==> config.mk <==
export PLATFORM = sky130hd
export DESIGN_NAME = flitDecoder
export DESIGN_NICKNAME = d
export VERILOG_FILES = /design/src/verilog/nocPkg.sv /design/src/verilog/flitDecoder.sv
export VERILOG_INCLUDE_DIRS = /design/src /design/src/verilog
export SDC_FILE = /design/constraint.sdc
export NUM_CORES = 1
export LEC_CHECK = 0
export BUFFER_PORTS_ARGS = -buffer_cell sky130_fd_sc_hd__buf_2
export CAP_MARGIN = 10
export CORE_UTILIZATION = 60
export CTS_CLUSTER_SIZE = 12
export DETAILED_ROUTE_END_ITERATION = 10
export PLACE_DENSITY = 0.8
export REMOVE_ABC_BUFFERS = 1
export SETUP_SLACK_MARGIN = 0.5
export SLEW_MARGIN = 20
export SYNTH_ARGS = -nofsm -noshare
export SYNTH_HDL_FRONTEND = slang
export SYNTH_SLANG_ARGS = --single-unit
==> constraint.sdc <==
create_clock -name clk -period 10 [get_ports clk]
set_clock_uncertainty 0.2 [all_clocks]
set_input_delay 1 -clock clk [delete_from_list [all_inputs] [get_ports clk]]
set_output_delay 1 -clock clk [all_outputs]
set_load 0.05 [all_outputs]
==> src/verilog/noc_params.svh <==
`ifndef NOC_PARAMS_SVH
`define NOC_PARAMS_SVH

// flit payload width.
`define NOC_DATA_WIDTH 32

// length field, held in the low bits of a header payload.
`define NOC_LEN_WIDTH 12

// entries per input queue.
`define NOC_QUEUE_DEPTH 8

`endif

==> src/verilog/nocPkg.sv <==
package nocPkg;

  // kind of flit, travels beside the payload.
  typedef enum logic [2:0] {
    flitIdle = 3'd0,
    flitHead = 3'd1,
    flitBody = 3'd2,
    flitTail = 3'd3
  } flitIdT;

  // one-hot arbiter state, bit 0 is idle.
  typedef enum logic [5:0] {
    grIdle = 6'b000001,
    grL    = 6'b000010,
    grN    = 6'b000100,
    grE    = 6'b001000,
    grW    = 6'b010000,
    grS    = 6'b100000
  } grantT;

  typedef enum logic [2:0] {
    portL = 3'd0,
    portN = 3'd1,
    portE = 3'd2,
    portW = 3'd3,
    portS = 3'd4
  } portIdxT;

endpackage

==> src/verilog/flitDecoder.sv <==
`timescale 1ns/100ps
`include "noc_params.svh"

module flitDecoder (
  input  logic                       clk,
  input  logic                       rst,
  input  logic                       inValid,
  input  nocPkg::flitIdT             inId,
  input  logic [`NOC_DATA_WIDTH-1:0] inData,
  output logic                       inReady,
  input  logic                       pop,
  output logic                       req,
  output nocPkg::flitIdT             headId,
  output logic [`NOC_DATA_WIDTH-1:0] headData,
  output logic [`NOC_LEN_WIDTH-1:0]  headLen,
  output logic                       headIsHead
);
  localparam int Depth = `NOC_QUEUE_DEPTH;
  localparam int PtrWidth = $clog2(Depth);
  localparam int CountWidth = $clog2(Depth + 1);

  nocPkg::flitIdT             idMem [Depth];
  logic [`NOC_DATA_WIDTH-1:0] dataMem [Depth];
  logic [PtrWidth-1:0]        wrPtr;
  logic [PtrWidth-1:0]        rdPtr;
  logic [CountWidth-1:0]      count;
  logic                       wrEn;
  logic                       rdEn;

  function automatic logic [PtrWidth-1:0] nextPtr(input logic [PtrWidth-1:0] ptr);
    if (ptr == PtrWidth'(Depth - 1))
      return '0;
    return ptr + 1'b1;
  endfunction

  assign inReady = (count != CountWidth'(Depth));
  assign req = (count != '0);
  assign wrEn = inValid && inReady;
  assign rdEn = pop && req;  // never pop an empty queue.

  always_ff @(posedge clk)
  begin
    if (wrEn)
    begin
      idMem[wrPtr] <= inId;
      dataMem[wrPtr] <= inData;
    end
  end

  always_ff @(posedge clk)
  begin
    if (rst)
    begin
      wrPtr <= '0;
      rdPtr <= '0;
      count <= '0;
    end
    else
    begin
      if (wrEn)
        wrPtr <= nextPtr(wrPtr);
      if (rdEn)
        rdPtr <= nextPtr(rdPtr);
      // write and pop together leave the count alone.
      case ({wrEn, rdEn})
        2'b10: count <= count + 1'b1;
        2'b01: count <= count - 1'b1;
        default: count <= count;
      endcase
    end
  end

  assign headId = req ? idMem[rdPtr] : nocPkg::flitIdle;
  assign headData = dataMem[rdPtr];
  assign headLen = headData[`NOC_LEN_WIDTH-1:0];
  assign headIsHead = (headId == nocPkg::flitHead);
endmodule

## After elaboration in Yosys (flattened, before gate mapping)

Memories as Yosys holds them, arrays and structs flattened. A register that Yosys moved wholly into a read port is not among the register bits.
Index checks and enable logic that the tools add are counted.

| storage, ports and cells | value |
|---|---|
| register bits | 10 |
| memory bits (writable) | 280 |
| bits of input ports | 39 |
| output and inout bits | 50 |
| word-level logic and storage cells | 37 |
| memories kept | 2 |

Memory list:

| name | depth | bits a word | rd ports | clocked after Yosys merged registers in | write ports | line | RTL |
|---|---|---|---|---|---|---|---|
| dataMem | 8 | 32 | 1 | 1 | 1 | flitDecoder.sv:23 | `` logic [`NOC_DATA_WIDTH-1:0] dataMem [Depth]; `` |
| idMem | 8 | 3 | 1 | 1 | 1 | flitDecoder.sv:22 | `nocPkg::flitIdT idMem [Depth];` |

| operators by class | value |
|---|---|
| add/subtract/negate cells | 4 |
| eq/ne operators | 6 |
| muxes and demuxes | 18 |
| reduce and logical (&&, ||, !) cells | 4 |

Operators by type and width:

| cell | count |
|---|---|
| 2-to-1 mux 3 bit | 9 |
| 2-to-1 mux 1 bit | 8 |
| one-hot mux 4 bit (2 select lines) | 1 |
| adder 3 x 1 -> 3 bit (second input constant) | 2 |
| == test 3 bit (second input constant) | 2 |
| adder 4 x 1 -> 4 bit (second input constant) | 1 |
| inequality test 4 bit (second input constant) | 1 |
| nonzero test 4 bit | 1 |
| subtractor 4 x 1 -> 4 bit (second input constant) | 1 |
| == test 3 x 1 -> 1 bit (second input constant) | 1 |
| == test 2 x 1 -> 1 bit (second input constant) | 1 |
| == test 2 bit (second input constant) | 1 |
| logical AND 1 bit | 2 |
| nonzero test 2 bit | 1 |

## Depth between registers and ports, before layout

| logic depth | value |
|---|---|
| depth in word-level cells | 7 |
| depth in mapped cells | 11 |

## Worst setup path after synthesis

No wires, ideal clock.

| timing path | value |
|---|---|
| path type | input port to flip-flop |
| start | input port inValid |
| end | memory dataMem[0][0] in the netlist's numbering, enable pin |
| data arrival time | 4,465 ps |
| data required time | 9,285 ps |
| slack | 4,820 ps |
| cell stages on the path | 2 |
| cells stage by stage | nand2_2 > nor4_1 |

| on the way | value |
|---|---|
| longest elaborated chain between the ends | 3 |

RTL lines:

| element | line | RTL |
|---|---|---|
| start, declared | flitDecoder.sv:7 | `input logic inValid,` |
| logical AND 1 bit | flitDecoder.sv:38 | `assign wrEn = inValid && inReady;` |
| 2-to-1 mux 1 bit | flitDecoder.sv:43 | `if (wrEn)` |
| 2-to-1 mux 1 bit (implied by the code) | flitDecoder.sv:46 | `dataMem[wrPtr] <= inData;` |
| end, declared | flitDecoder.sv:23 |  |

Every way passes these cells.

==> flow_results.org <==
** Timing
- The final critical path takes up 45.5% of the cycle.
- For the pin with the worst max-slew slack, the measured transition is 1.01 ns.
- The final number of hold-violating endpoints is 0.
- For this run, the top clock speed supported by timing is 220 MHz.
- Post-layout minimum cycle time :: 4.55 ns
- Final Slew Violations :: 0
- Adding up every negative setup slack in the final design gives 0 ns.
- Setup violations remaining at the end of the flow were counted as 0.
- In the post-route analysis, the smallest setup slack over all paths is 5.45 ns.
- Setup repair after global routing left no endpoint under its margin.
- The worst pin sits at a relative slew slack of 32.7%.

** Layout
- Area added between synthesis and finish :: 12.6%
- The post-route netlist has 38.8% of its cells at a drive strength greater than 1.
- Post-layout util :: 70.0%
- In the final design database the tool counted 642 nets.
- The filler cells instantiated in the layout total 1072.
- Highest-count cells in the layout ignoring fill and taps :: 280 x edfxtp_1, 88 x buf_2, 59 x mux4_2
- In the final layout, the multi-input gates occupy 2470 um^2.
- Registers take 8680 um^2.
- The library cell used most frequently in the layout, excluding fill and tap cells, is edfxtp_1.

** Synth
- The portion of synthesized area spent on multiplexers is 18.0%.
- Fraction of the yosys area taken by sequential cells :: 76.3%
- Portion of synthesized cell area occupied by the leading cell type :: 74.0%
- Summing the areas of all and, or, nand and nor instances in the mapped netlist gives 1.81% of the synthesized area.
- Synth area leader :: edfxtp_1
- Of the total synthesized cell area, the portion taken by XOR and XNOR cells is 0.231%.
- Cells after Synth :: 499
- Dominant combinational cell family by area after synthesis :: multiplexers
- Summing the areas of all fa, ha and maj instances in the mapped netlist gives 0.771% of the synthesized area.
- Compound-cell area share of the yosys netlist :: 0.551%
- Cell types with the largest area share after synthesis :: edfxtp_1 74%, mux4_2 12%, mux2_2 3.3%, mux4_1 2.5%, dfxtp_1 2.3%
- Syn Area/Cell :: 22.8 um^2
- Count of yosys warnings during synthesis :: 0
- Summed instance area of the synthesized netlist :: 11400 um^2
- Unique cell type count in the Yosys netlist :: 33
- Total of flip-flops plus latches after synthesis :: 293

** Die
- The initial utilization of the core area, before any placement, comes to 62.2%.
- The die is 140 um wide.
- In this run the core area contains 49 standard-cell rows.
- Overall die area :: 19500 um^2
- Top-Level Pins :: 89
- The core region is 18300 um^2.
- Die Ht :: 140 um

** Clock network
- The root buffer cell chosen for the clock tree is clkbuf_16.
- The clock net in this run drives a total of 293 sinks.
- In this run the post-CTS setup repair buffer count came out at 0.
- In this run the deepest clock path goes through 3 buffers.
- TritonCTS clock tree :: yes
- At the later pin of the worst-skew pair, clock insertion delay measures 0.53 ns.
- CTS built an H-tree with a depth of 1.
- Buffers inserted during clock tree synthesis total 29.
- Clock-pin slew was measured on the worst setup and hold paths at 0.06 ns.
- Post-cts sizing count :: 0
- Buffers inserted to repair hold after CTS numbered 0.

** Routing
- The detailed router finished its first iteration with 409 violations.
- After detailed routing, the average wire length per cell comes to 25.1 um.
- Pre-Repair DR Iteration Count :: 4
- Via count :: 5300
- In the routed design, unresolved DRC markers number 0.
- Ratio of routed vias to standard cells :: 6.28
- The routed design has 21200 um of wire.
- Number of antenna-violating nets in the routed design :: 0

** Worst setup path
- Maximum fanout along the worst path :: 47
- Data arrives at the worst endpoint at 3.35 ns.
- Required time at the endpoint of the critical path :: 8.80 ns
- Setup Crit Path Kind :: reg -> out
- Critical path launch point type :: flip-flop
- The worst setup path is captured at an output pin.

** Run
- Max-cap violations :: 0

** Place
- Input/output buffers :: 88
- The wire-length estimate of the detail-placed layout is 11400 um.
- Routability-driven placement finished with a final weighted congestion of 0.696.
- Worst setup timing slack at the placement stage :: 5.97 ns

** Global route
- Antenna violations before repair :: 2
- Overall track demand over capacity in global routing :: 22.5%
- Pin count of the biggest net entering global routing :: 71
- Residual overflow from global routing :: 0
- The first global-routing pass estimated 32200 um of wire.
- The via count of the first global-routing pass came to 5560.

** Hold path
- Worst hold path class :: reg -> reg

** Pwr
- IR drop worst, VDD :: 177 uV
- Pwr Total :: 3.38 mW
- Pleak :: 4.18 nW
- In this run the power density over the cells is 265 nW/um^2.

** Run status
- Result of the run :: finished clean
layout make-up:
cell class / instances / share of cell area (%)
inverter: 2 / 0.0587
multi-input combinational: 169 / 19.3
sequential: 293 / 67.8
clock inverter: 3 / 0.0978
tap: 229 / 2.24
clock buffer: 45 / 6.22
timing repair buffer: 101 / 4.21
antenna: 2 / 0.0391
cell usage after synthesis:
master      n
nor4b_1     1
dfxtp_1    13
mux2_2     33
nand2_1     9
buf_2      11
o41ai_1     1
nand2b_1    2
nor4_1      1
or3_1       3
and3_1      1
mux2i_1     4
buf_4      12
mux2_1      1
nor4_2      1
a41oi_1     1
buf_6       3
a21oi_1     8
o21ai_0     1
buf_12      3
mux4_1     11
edfxtp_1  280
clkbuf_1    6
nor3_1      5
mux4_2     59
inv_1       1
nor2_1      9
nor2b_1     1
or4b_1      1
xor2_1      3
inv_2       1
ha_1        7
nand3_1     5
nand2_2     1
worst paths after layout:
kind	start	to	slack, ns	cells after the start
hold / removal	rdPtr[2]	flip-flop	0.29	2
setup reg to reg	count[1]	count[2]	7.16	9
hold reg to reg	rdPtr[2]	flip-flop	0.29	2
setup / recovery	flip-flop	headIsHead	5.45	6
sequential cells by signal, summed over array words and instances, names as in the netlist, named ones only:
| name | count |
|---|---|
| wrPtr | 3 |
| count | 4 |
| rdPtr | 3 |
| dataMem | 256 |
| idMem | 24 |
power by group:
group | internal, mW | leakage [nW] | total, mW | switching, mW
logic | 0.337 | 1.14 | 0.948 | 0.611
registers | 1.42 | 2.65 | 1.50 | 0.0722
clock network | 0.539 | 0.389 | 0.941 | 0.402
total | 2.30 | 4.18 | 3.38 | 1.09
logic make-up after synthesis:
family	count (synthesis)
compound gates	11
xor+xnor	3
fa+ha+maj	7
buf+inv	37
flops	293
mux	108
simple gates	40
metrics by stage:
step | std cells | hold WS, ns | instance area (um^2)
after floorplan | 464 | 0.247 | 11100
after global placement | 794 | 0.265 | 12000
after detailed placement | 794 | 0.288 | 12000
after CTS | 842 | 0.296 | 12800
after global routing | 842 | 0.321 | 12800
final | 844 | 0.291 | 12800
per-layer routing:
metal,part of all wire (%),routed length (um),track usage [%],up-vias
met4,2.0,417,6.77,2
met3,7.1,1500,3.75,36
met1,39,8340,30.2,2768
met5,0.047,10,0,-
met2,52,10900,38.5,216
li1,-,-,-,2278
worst max-delay path: stages, from the launching register on:
cell	delay (ns)
dfxtp_4	0.62
buf_4	0.74
mux4_2	0.60
mux2i_1	0.28
nor2_1	0.09
and3_1	0.20
buf_2	0.20
Power figures use the tool's default switching activity.
