File: src/verilog/noc_params.svh
`ifndef NOC_PARAMS_SVH
`define NOC_PARAMS_SVH

// flit payload width.
`define NOC_DATA_WIDTH 32

// length field, held in the low bits of a header payload.
`define NOC_LEN_WIDTH 12

// entries per input queue.
`define NOC_QUEUE_DEPTH 8

`endif

File: src/verilog/nocPkg.sv
package nocPkg;

  // kind of flit, travels beside the payload.
  typedef enum logic [2:0] {
    flitIdle = 3'd0,
    flitHead = 3'd1,
    flitBody = 3'd2,
    flitTail = 3'd3
  } flitIdT;

  // one-hot arbiter state, bit 0 is idle.
  typedef enum logic [5:0] {
    grIdle = 6'b000001,
    grL    = 6'b000010,
    grN    = 6'b000100,
    grE    = 6'b001000,
    grW    = 6'b010000,
    grS    = 6'b100000
  } grantT;

  typedef enum logic [2:0] {
    portL = 3'd0,
    portN = 3'd1,
    portE = 3'd2,
    portW = 3'd3,
    portS = 3'd4
  } portIdxT;

endpackage

File: src/verilog/outputSwitch.sv
`timescale 1ns/100ps
`include "noc_params.svh"

module outputSwitch (
  input  logic                       clk,
  input  logic                       rst,
  input  nocPkg::grantT              grant,
  input  logic                       reqL, reqN, reqE, reqW, reqS,
  input  nocPkg::flitIdT             headIdL, headIdN, headIdE, headIdW, headIdS,
  input  logic [`NOC_DATA_WIDTH-1:0] headDataL, headDataN, headDataE, headDataW, headDataS,
  output logic                       popL, popN, popE, popW, popS,
  output logic                       outValid,
  output nocPkg::flitIdT             outId,
  output logic [`NOC_DATA_WIDTH-1:0] outData,
  output nocPkg::portIdxT            outSrc
);
  logic [4:0]                 popVec;
  nocPkg::flitIdT             idArr [5];
  logic [`NOC_DATA_WIDTH-1:0] dataArr [5];
  nocPkg::portIdxT            selIdx;

  assign popVec = grant[5:1] & {reqS, reqW, reqE, reqN, reqL};
  assign {popS, popW, popE, popN, popL} = popVec;

  assign idArr = '{headIdL, headIdN, headIdE, headIdW, headIdS};
  assign dataArr = '{headDataL, headDataN, headDataE, headDataW, headDataS};

  // grant is one-hot, so at most one pop bit is set.
  always_comb
  begin
    selIdx = nocPkg::portL;
    for (int p = 0; p < 5; p++)
      if (popVec[p])
        selIdx = nocPkg::portIdxT'(p);
  end

  always_ff @(posedge clk)
  begin
    if (rst)
      outValid <= 1'b0;
    else
      outValid <= |popVec;
  end

  always_ff @(posedge clk)
  begin
    if (|popVec)
    begin
      outId <= idArr[selIdx];
      outData <= dataArr[selIdx];
      outSrc <= selIdx;  // source tag.
    end
  end
endmodule

File: config.mk
export PLATFORM = sky130hd
export DESIGN_NAME = outputSwitch
export DESIGN_NICKNAME = d
export VERILOG_FILES = /design/src/verilog/nocPkg.sv /design/src/verilog/outputSwitch.sv
export VERILOG_INCLUDE_DIRS = /design/src /design/src/verilog
export SDC_FILE = /design/constraint.sdc
export NUM_CORES = 1
export LEC_CHECK = 0
export CORE_AREA = 2 2 90 92
export CTS_CLUSTER_DIAMETER = 50
export DETAILED_ROUTE_END_ITERATION = 16
export DIE_AREA = 0 0 92 94
export DONT_BUFFER_PORTS = 1
export HOLD_SLACK_MARGIN = 0.03
export PLACE_DENSITY_LB_ADDON = 0.08
export SLEW_MARGIN = 20
export SYNTH_ARGS = -nofsm -noshare
export SYNTH_HDL_FRONTEND = slang
export SYNTH_SLANG_ARGS = --single-unit
export TNS_END_PERCENT = 5
File: constraint.sdc
create_clock -name clk -period 7.4 [get_ports clk]
set_clock_uncertainty 0.1 [all_clocks]
set_input_delay 0.74 -clock clk [delete_from_list [all_inputs] [get_ports clk]]
set_output_delay 0.74 -clock clk [all_outputs]
set_load 0.005 [all_outputs]
Word-level counts from Yosys, hierarchy flattened --
Cells that the tools add are included.
Storage, ports and cells: ROM bits 0, bits in registers 39, input port bits 188, bits in writable memories 0, logic and storage cells 18, latch bits 0, memories 0
Cells by class: bitwise gates (word level) 2, multipliers 0, shift operators 0, reductions and logical operators 1, divide/modulo/power cells 0, muxes and demuxes 10, $lt $le $gt $ge 1, eq/ne operators 0, add/sub/neg operators 0
Operator list (count):
- binary-select mux 32 bit (select 3 bit) | 1
- two-way mux 32 bit | 2
- two-way mux 3 bit | 5
- binary-select mux 3 bit (select 3 bit) | 1
- AND 5 bit | 1
- OR reduction 5 bit | 1
- >= comparator 4 bit (second input constant) | 1
- NOT 3 -> 4 bit | 1
- two-way mux 1 bit | 1

Longest topological paths before layout --
Gate-level depths: netlist of the first run.
word-level depth 9, depth in mapped cells 6, gate-level depth less buffers 5

Worst setup path before layout of the first run --
Ideal clock, no wire load.
path type input-to-reg, start point input grant[5], end point register outData[0] (enable), cell stages on the path 2, data arrival time 2293 ps, buffers on the path 0, data required time 6683 ps, slack 4389 ps, setup time 617 ps, cell sequence a222oi_1 nand3_1
On the way: cells in the longest elaborated chain, start to end 2
Ends and longest elaborated chain:
- start: declaration | line outputSwitch.sv:7 | input nocPkg::grantT grant,
- AND 5 bit | line outputSwitch.sv:22 | assign popVec = grant[5:1] & {reqS, reqW, reqE, reqN, reqL};
- OR reduction 5 bit | line outputSwitch.sv:47 | if (|popVec)
- end signal: assignment | line outputSwitch.sv:50 | outData <= dataArr[selIdx];
- end: declaration | line outputSwitch.sv:14 | output logic [`NOC_DATA_WIDTH-1:0] outData,
No other way between the ends. A chain may end at the register's enable or synchronous reset.

Worst setup path after layout of the first run --
start point input grant[5], end point output popS
On the way: cells in the longest elaborated chain, start to end 1
Ends and longest elaborated chain:
- AND 5 bit | line outputSwitch.sv:22
- end: declaration | line outputSwitch.sv:11 | output logic popL, popN, popE, popW, popS,
No other way between the ends.

==> results.txt, run 1 <==
----------------------------------------------------
[Global routing]
  Via count of the first global-routing pass ... 2011
  Number of antenna violations at the first check in global routing ... 0
  Global-route wire length before repair ... 11000 microns
  Maximum number of pins on one net before global-route repair ... 39
  GRT Util Overall ... 17.2%
  GRT overflow ... 0

[Die]
  Vertical die dimension ... 94 microns
  I/O pin total ... 232
  Horizontal die dimension ... 92 microns
  Starting density of the core ... 31.0%
  Area of the core ... 0.00761 sq mm
  Die Footprint ... 0.00865 sq mm
  Number of placement rows ... 32

[Pwr]
  Maximum ir drop on the vdd rail ... 0.0000888 V
  Leakage power figure ... 0.000929 uW
  Power density of the placed cells ... 212 mW/mm^2
  Total power draw ... 539 uW

[Timing]
  Share of the clock period used by the worst path after layout ... 37.5%
  Actual slew at the worst max-slew pin ... 873 ps
  Min setup slack post-route ... 4620 ps
  Clock period minus final worst setup slack ... 2780 ps
  Final number of hold-violating endpoints ... 0
  Unrepaired setup endpoints after global routing ... false
  Highest Clock Rate ... 360 MHz
  Max-slew violation total from the final report ... 0
  Total of endpoints with negative setup slack in the final report ... 0
  Setup_tns ... 0 ps
  Worst rel slew slack ... 41.8%

[Worst setup path]
  Buffer and inverter count on the worst path ... 3
  Slowest library cell on the worst path ... sky130_fd_sc_hd__inv_1
  Endpoint kind of the worst setup timing path ... output port
  Worst path max stage delay ... 570 ps
  Data arrival time of the worst path ... 1940 ps
  CP cell instances ... nand2_1, buf_4, inv_1, buf_4
  Required time of the critical path ... 6560 ps
  Startpoint-to-endpoint class of the critical path ... input pin to output port
  Family with the most delay on the worst path ... buffers and inverters
  Cell type with the highest occurrence count on the critical path ... sky130_fd_sc_hd__buf_4
  Worst-path fanout max ... 32
  Startpoint type of the worst setup path ... input pin

[Yosys]
  Synthesized-area fraction occupied by xor and xnor cells ... 0%
  Synthesized instance count ... 239
  Warnings from Yosys ... 0
  Average footprint of a synthesized cell ... 9.86 sq um
  Synth Register Bits ... 39
  Share of synthesized area occupied by flip-flops and latches ... 49.3%
  Synthesized net count ... 427
  Portion of netlist area occupied by mux cells ... 11.3%
  Post-synthesis share of cell area spent on and, or, nand and nor gates ... 14.0%
  Dominant combinational cell family by area after synthesis ... compound AO/OA/AOI/OAI gates
  Area fraction in compound gates after synthesis ... 20.8%
  Synthesized area ... 0.00236 sq mm
  Adder-cell share of the synthesized area ... 0%
  Number of distinct standard cells referenced by the synthesized netlist ... 23

[Detailed routing]
  First-pass detailed-route iteration total ... 4
  Count of unresolved DRC violations after routing ... 0
  Vias ... 2004
  Overall routed net length ... 7940 microns
  Count of antenna-violating nets left after detailed routing ... 0
  DRC violation total after the first TritonRoute iteration ... 73
  Drt wl/cell ... 23.5 microns
  Routed vias/inst ... 5.95

[Placed design]
  Dpl cells ... 329
  IO Port Bufs ... 0
  Pre-CTS setup slack ... 4440 ps
  Global placement routability congestion ... 0.725
  Placed wire-length estimate after detailed placement ... 5890 microns

[Status]
  Run status ... finished, final reports clean

[Cells and area]
  Leading cell type in the layout, fill and taps excluded ... sky130_fd_sc_hd__nand2_1
  Most used cells in the layout excluding fill and tap cells ... sky130_fd_sc_hd__nand2_1, sky130_fd_sc_hd__edfxtp_1, sky130_fd_sc_hd__nor2_1
  Area Growth Syn to Fin ... 7.59%
  Layout Nets ... 422
  Post-route insts no fill ... 337
  Fin util ... 33.3%
  Antenna fix cells ... 0
  Layout fillers ... 785
  Layout cells sized above 1 ... 8.94%

[Run]
  Max Cap Violations ... 0

[Clock network]
  Hold-fix buffer count after cts ... 0
  # Post-CTS Setup Buffers ... 0
  Worst-path clk slew ... 80 ps
  Post-CTS Resized ... 0
  Largest buffer count on any clock path ... 2
  Clock tree from TritonCTS ... done
  Cell at the root of the clock tree ... sky130_fd_sc_hd__clkbuf_8
  Level count of the clock H-tree ... 2
  Sink count of the clock tree ... 39
  Cts bufs inserted ... 5

[Min path]
  Hold crit path type ... input pin to flip-flop

----------------------------------------------------
area by class of cell:
cell class	instances	area (sq um)	area share [%]
sequential	39	1160	45.8
multi-input combinational	177	1110	43.6
tap	102	128	5.03
clock buffer	6	72.6	2.86
timing repair buffer	5	37.5	1.48
inverter	6	22.5	0.888
clock inverter	2	7.51	0.296
synth_stat cells:
master	n	share of area (%)
sky130_fd_sc_hd__o22ai_1	6	1.6
sky130_fd_sc_hd__buf_1	1	0.16
sky130_fd_sc_hd__o21ai_1	1	0.21
sky130_fd_sc_hd__and2_4	1	0.37
sky130_fd_sc_hd__nand2_2	1	0.27
sky130_fd_sc_hd__mux2i_1	22	9.3
sky130_fd_sc_hd__a31oi_1	22	5.8
sky130_fd_sc_hd__a21oi_1	4	0.85
sky130_fd_sc_hd__o221ai_1	8	3.0
sky130_fd_sc_hd__nand2_1	55	8.8
sky130_fd_sc_hd__nand3_1	2	0.42
sky130_fd_sc_hd__clkbuf_1	13	2.1
sky130_fd_sc_hd__inv_1	5	0.80
sky130_fd_sc_hd__a222oi_1	1	0.42
sky130_fd_sc_hd__a21oi_2	1	0.37
sky130_fd_sc_hd__a221oi_1	23	8.6
sky130_fd_sc_hd__buf_6	3	1.4
sky130_fd_sc_hd__mux2_2	4	1.9
sky130_fd_sc_hd__nor3_1	1	0.21
sky130_fd_sc_hd__nor2_1	25	4.0
sky130_fd_sc_hd__inv_2	1	0.16
sky130_fd_sc_hd__dfxtp_1	1	0.85
sky130_fd_sc_hd__edfxtp_1	38	48
cell families (layout without fill, tap and decap cells):
| group | after synthesis | count (layout) |
|---|---|---|
| buffers and inverters | 23 | 19 |
| and+or+nand+nor | 85 | 85 |
| AOI/OAI and AO/OA | 66 | 66 |
| DFF | 39 | 39 |
| muxes | 26 | 26 |
path summary, 6_finish.rpt:
path | slack [ps] | startpoint | cells past startpoint | end
min | 410 | rst | 1 | outValid
max | 4620 | grant[5] | 4 | popS
power by group:
group	internal [uW]	switching [uW]	leakage [uW]	total, uW
clock network	64.4	74.4	0.0000403	139
logic	33.4	53.5	0.000490	86.9
registers	290	22.4	0.000398	313
layer usage:
layer | up-vias | share of wire [%] | wire length [microns] | track usage (%)
met1 | 931 | 35 | 2810 | 17.9
li1 | 912 | - | - | -
met3 | 9 | 10 | 822 | 6.26
met4 | 0 | 1.8 | 141 | 4.85
met2 | 152 | 52 | 4170 | 32.5
met5 | - | 0 | 0 | 0
stage by stage:
step / area, sq um / hold WS [ps]
floorplan: 2360 / 709
global placement: 2450 / 713
detailed placement: 2450 / 713
CTS: 2530 / 399
global route: 2530 / 393
finish: 2530 / 410
flip-flops by register name, indices dropped and copies added (netlist names):
name	count
outData	32
outId	3
outSrc	3
outValid	1
(Power assumes the default switching activity.)
==> inputs of run 2 (changes only) <==
==> constraint.sdc (replaced) <==
create_clock -name clk -period 2.6 [get_ports clk]
set_clock_uncertainty 0.1 [all_clocks]
set_input_delay 0.26 -clock clk [delete_from_list [all_inputs] [get_ports clk]]
set_output_delay 0.26 -clock clk [all_outputs]
set_load 0.005 [all_outputs]
==> run 2 against run 1 <==
  * Count of clock-buffer cells in the layout is 2 higher
  * Die area stayed put
  * Clock power grew to 3.2 times the previous value
  * Sequential power grew to 2.8 times the previous value
  * Sequential cell count stayed put
  * Sequential share of layout area is 1.4 points lower
  * Utilization is 1.1 points higher
  * Non-clock buffer count is 7 higher
  * Combinational power grew to 3.0 times the previous value
  * Hold slack worse by 340 ps
  * Final cell count is 2.1% higher
  * Power grew to 3.0 times the previous value
  * Critical endpoint is now outData[31]
  * Highest routed layer unchanged
==> results.txt, run 2 (same netlist as run 1, synthesis figures left out) <==
----------------------------------------------------
[Status]
  Run status ... finished, final reports clean

[Min path]
  Worst hold path stage count ... 2 (+1)
  Beginning of the worst hold path ... headDataS[5]
  Hold crit path type ... input pin to flip-flop
  Hold-critical path endpoint ... outData[5]

[Pwr]
  Power density of the placed cells ... 611 mW/mm^2 (+190%)
  Maximum ir drop on the vdd rail ... 0.000200 V (+120%)
  Leakage power figure ... 0.000976 uW (+5.1%)

[Cells and area]
  Layout Nets ... 429 (+1.7%)
  Number of flip-flops under the largest register name ... 32 (unchanged)
  Layout cells sized above 1 ... 12.0% (+3.0 points)
  Register with the highest flop count ... outData
  Layout fillers ... 790 (+0.64%)
  Post-Layout Inst Area ... 0.00262 sq mm (+3.2%)
  Antenna fix cells ... 0 (unchanged)
  Registers with the highest flip-flop counts ... outData x32, outId x3, outSrc x3
  Multi-input gate area ... 0.00110 sq mm (-0.68%)
  Leading cell type in the layout, fill and taps excluded ... sky130_fd_sc_hd__nand2_1
  Area Growth Syn to Fin ... 11.0%
  Most used cells in the layout excluding fill and tap cells ... sky130_fd_sc_hd__nand2_1, sky130_fd_sc_hd__edfxtp_1, sky130_fd_sc_hd__nor2_1
  Storage cell area ... 0.00116 sq mm (unchanged)

[Clock network]
  Cts bufs inserted ... 5 (unchanged)
  Cell at the root of the clock tree ... sky130_fd_sc_hd__clkbuf_8
  Sink count of the clock tree ... 39 (unchanged)
  Post-CTS Resized ... 0 (unchanged)
  Clock tree from TritonCTS ... done
  Worst-path clk slew ... 70 ps (about the same)
  Largest buffer count on any clock path ... 2 (unchanged)
  Level count of the clock H-tree ... 2 (unchanged)

[Worst setup path]
  Startpoint-to-endpoint class of the critical path ... input pin to flip-flop
  Startpoint type of the worst setup path ... input pin
  Data arrival time of the worst path ... 1870 ps (-70 ps)
  Worst-path fanout max ... 26 (-19%)
  Endpoint kind of the worst setup timing path ... flip-flop
  Required time of the critical path ... 2610 ps (-3950 ps)

[Detailed routing]
  Overall routed net length ... 7820 microns (-1.5%)
  Count of antenna-violating nets left after detailed routing ... 0 (unchanged)
  Count of unresolved DRC violations after routing ... 0 (unchanged)
  Drt wl/cell ... 22.7 microns (-3.5%)
  Vias ... 2008 (+0.20%)
  DRC violation total after the first TritonRoute iteration ... 59 (-19%)
  Routed vias/inst ... 5.84 (-1.8%)
  First-pass detailed-route iteration total ... 5 (+1)

[Global routing]
  Maximum number of pins on one net before global-route repair ... 27 (-31%)
  GRT overflow ... 0 (unchanged)
  Via count of the first global-routing pass ... 2066 (+2.7%)
  Global-route wire length before repair ... 11100 microns (+0.69%)
  GRT Util Overall ... 17.1% (-0.11 points)
  Number of antenna violations at the first check in global routing ... 0 (unchanged)

[Die]
  I/O pin total ... 232 (unchanged)
  Horizontal die dimension ... 92 microns (unchanged)
  Die Footprint ... 0.00865 sq mm (unchanged)
  Area of the core ... 0.00761 sq mm (unchanged)
  Number of placement rows ... 32 (unchanged)
  Starting density of the core ... 31.0% (unchanged)
  Vertical die dimension ... 94 microns (unchanged)

[Timing]
  Highest Clock Rate ... 539 MHz
  Max-slew violation total from the final report ... 0 (unchanged)
  Worst rel slew slack ... 37.6% (-4.2 points)
  Total of endpoints with negative setup slack in the final report ... 0 (unchanged)
  Unrepaired setup endpoints after global routing ... false
  Clock period minus final worst setup slack ... 1860 ps
  Actual slew at the worst max-slew pin ... 935 ps (+62.4 ps)
  Final number of hold-violating endpoints ... 0 (unchanged)
  Setup_tns ... 0 ps (unchanged)
  Share of the clock period used by the worst path after layout ... 71.4%

[Placed design]
  Placed wire-length estimate after detailed placement ... 6100 microns (+3.6%)
  Placed cell area ... 0.00250 sq mm (+2.4%)
  IO Port Bufs ... 0 (unchanged)
  Global placement routability congestion ... 0.723 (-0.23%)

[Run]
  Max Cap Violations ... 0 (unchanged)

----------------------------------------------------
==> run 2: cell count changes in the layout (fill, tap and decap cells not counted), sizes merged <==
| cell | change |
|---|---|
| clkbuf | +2 |
| clkinv | -2 |
| dlygate4sd3 | +1 |
| buf | +6 |
==> run 2: worst max-delay path by stage <==
stage / slack [ps] / from / end / depth (start not counted)
4_1_cts: 720 / grant[4] / outData[31] / 5
3_3_place_gp: 440 / grant[4] / outData[21] / 5
5_1_grt: 580 / grant[4] / outId[2] / 5
2_1_floorplan: 70 / grant[5] / outData[0] / 2
6_report: 740 / grant[4] / outData[31] / 5
3_5_place_dp: 420 / grant[4] / outData[31] / 5
==> run 2: cell type report <==
type | count | share of cell area, %
well taps | 102 | 4.88
flip-flops and latches | 39 | 44.4
repair buffers | 12 | 4.02
multi-input cells | 177 | 42.0
inverters | 6 | 0.861
clock buffers | 8 | 3.83
==> run 2: stage by stage <==
step / total power, uW / hold WS (ps) / worst slack (ps) / cells / util, %
final: 1600 / 71.9 / 744 / 344 / 34.4
after floorplan: 1070 / 229 / 69.4 / 239 / -
after CTS: 1630 / 59.9 / 722 / 344 / 34.4
after detailed placement: 1170 / 236 / 415 / 335 / 32.9
after global placement: 1170 / 236 / 441 / 335 / 32.9
after global routing: 1690 / 73.0 / 583 / 344 / 34.4
==> run 2: report_power, final <==
group          total (uW)  switching (uW)  internal (uW)
registers             889            63.1            826
logic                 259             153            106
clock network         449             207            242
==> run 2: what timing repair did <==
item | in CTS | in global routing
endpoints found under the hold margin | 1 | 0
buffers inserted | 0 | 0
hold buffers | 1 | 0
==> run 2: routing by layer <==
metal | up-vias | global-route usage [%] | share of wire, %
met3 | 7 | 5.70 | 10
met4 | 0 | 4.85 | 1.2
met2 | 153 | 31.9 | 52
met5 | - | 0 | 0
li1 | 926 | - | -
met1 | 922 | 18.4 | 36
==> run 2: worst max-delay path, cell delays in order <==
cell and delay (ps):
sky130_fd_sc_hd__nand2_1 150, sky130_fd_sc_hd__inv_2 250, sky130_fd_sc_hd__nor2_2 780, sky130_fd_sc_hd__a221oi_1 180
sky130_fd_sc_hd__a31oi_1 230
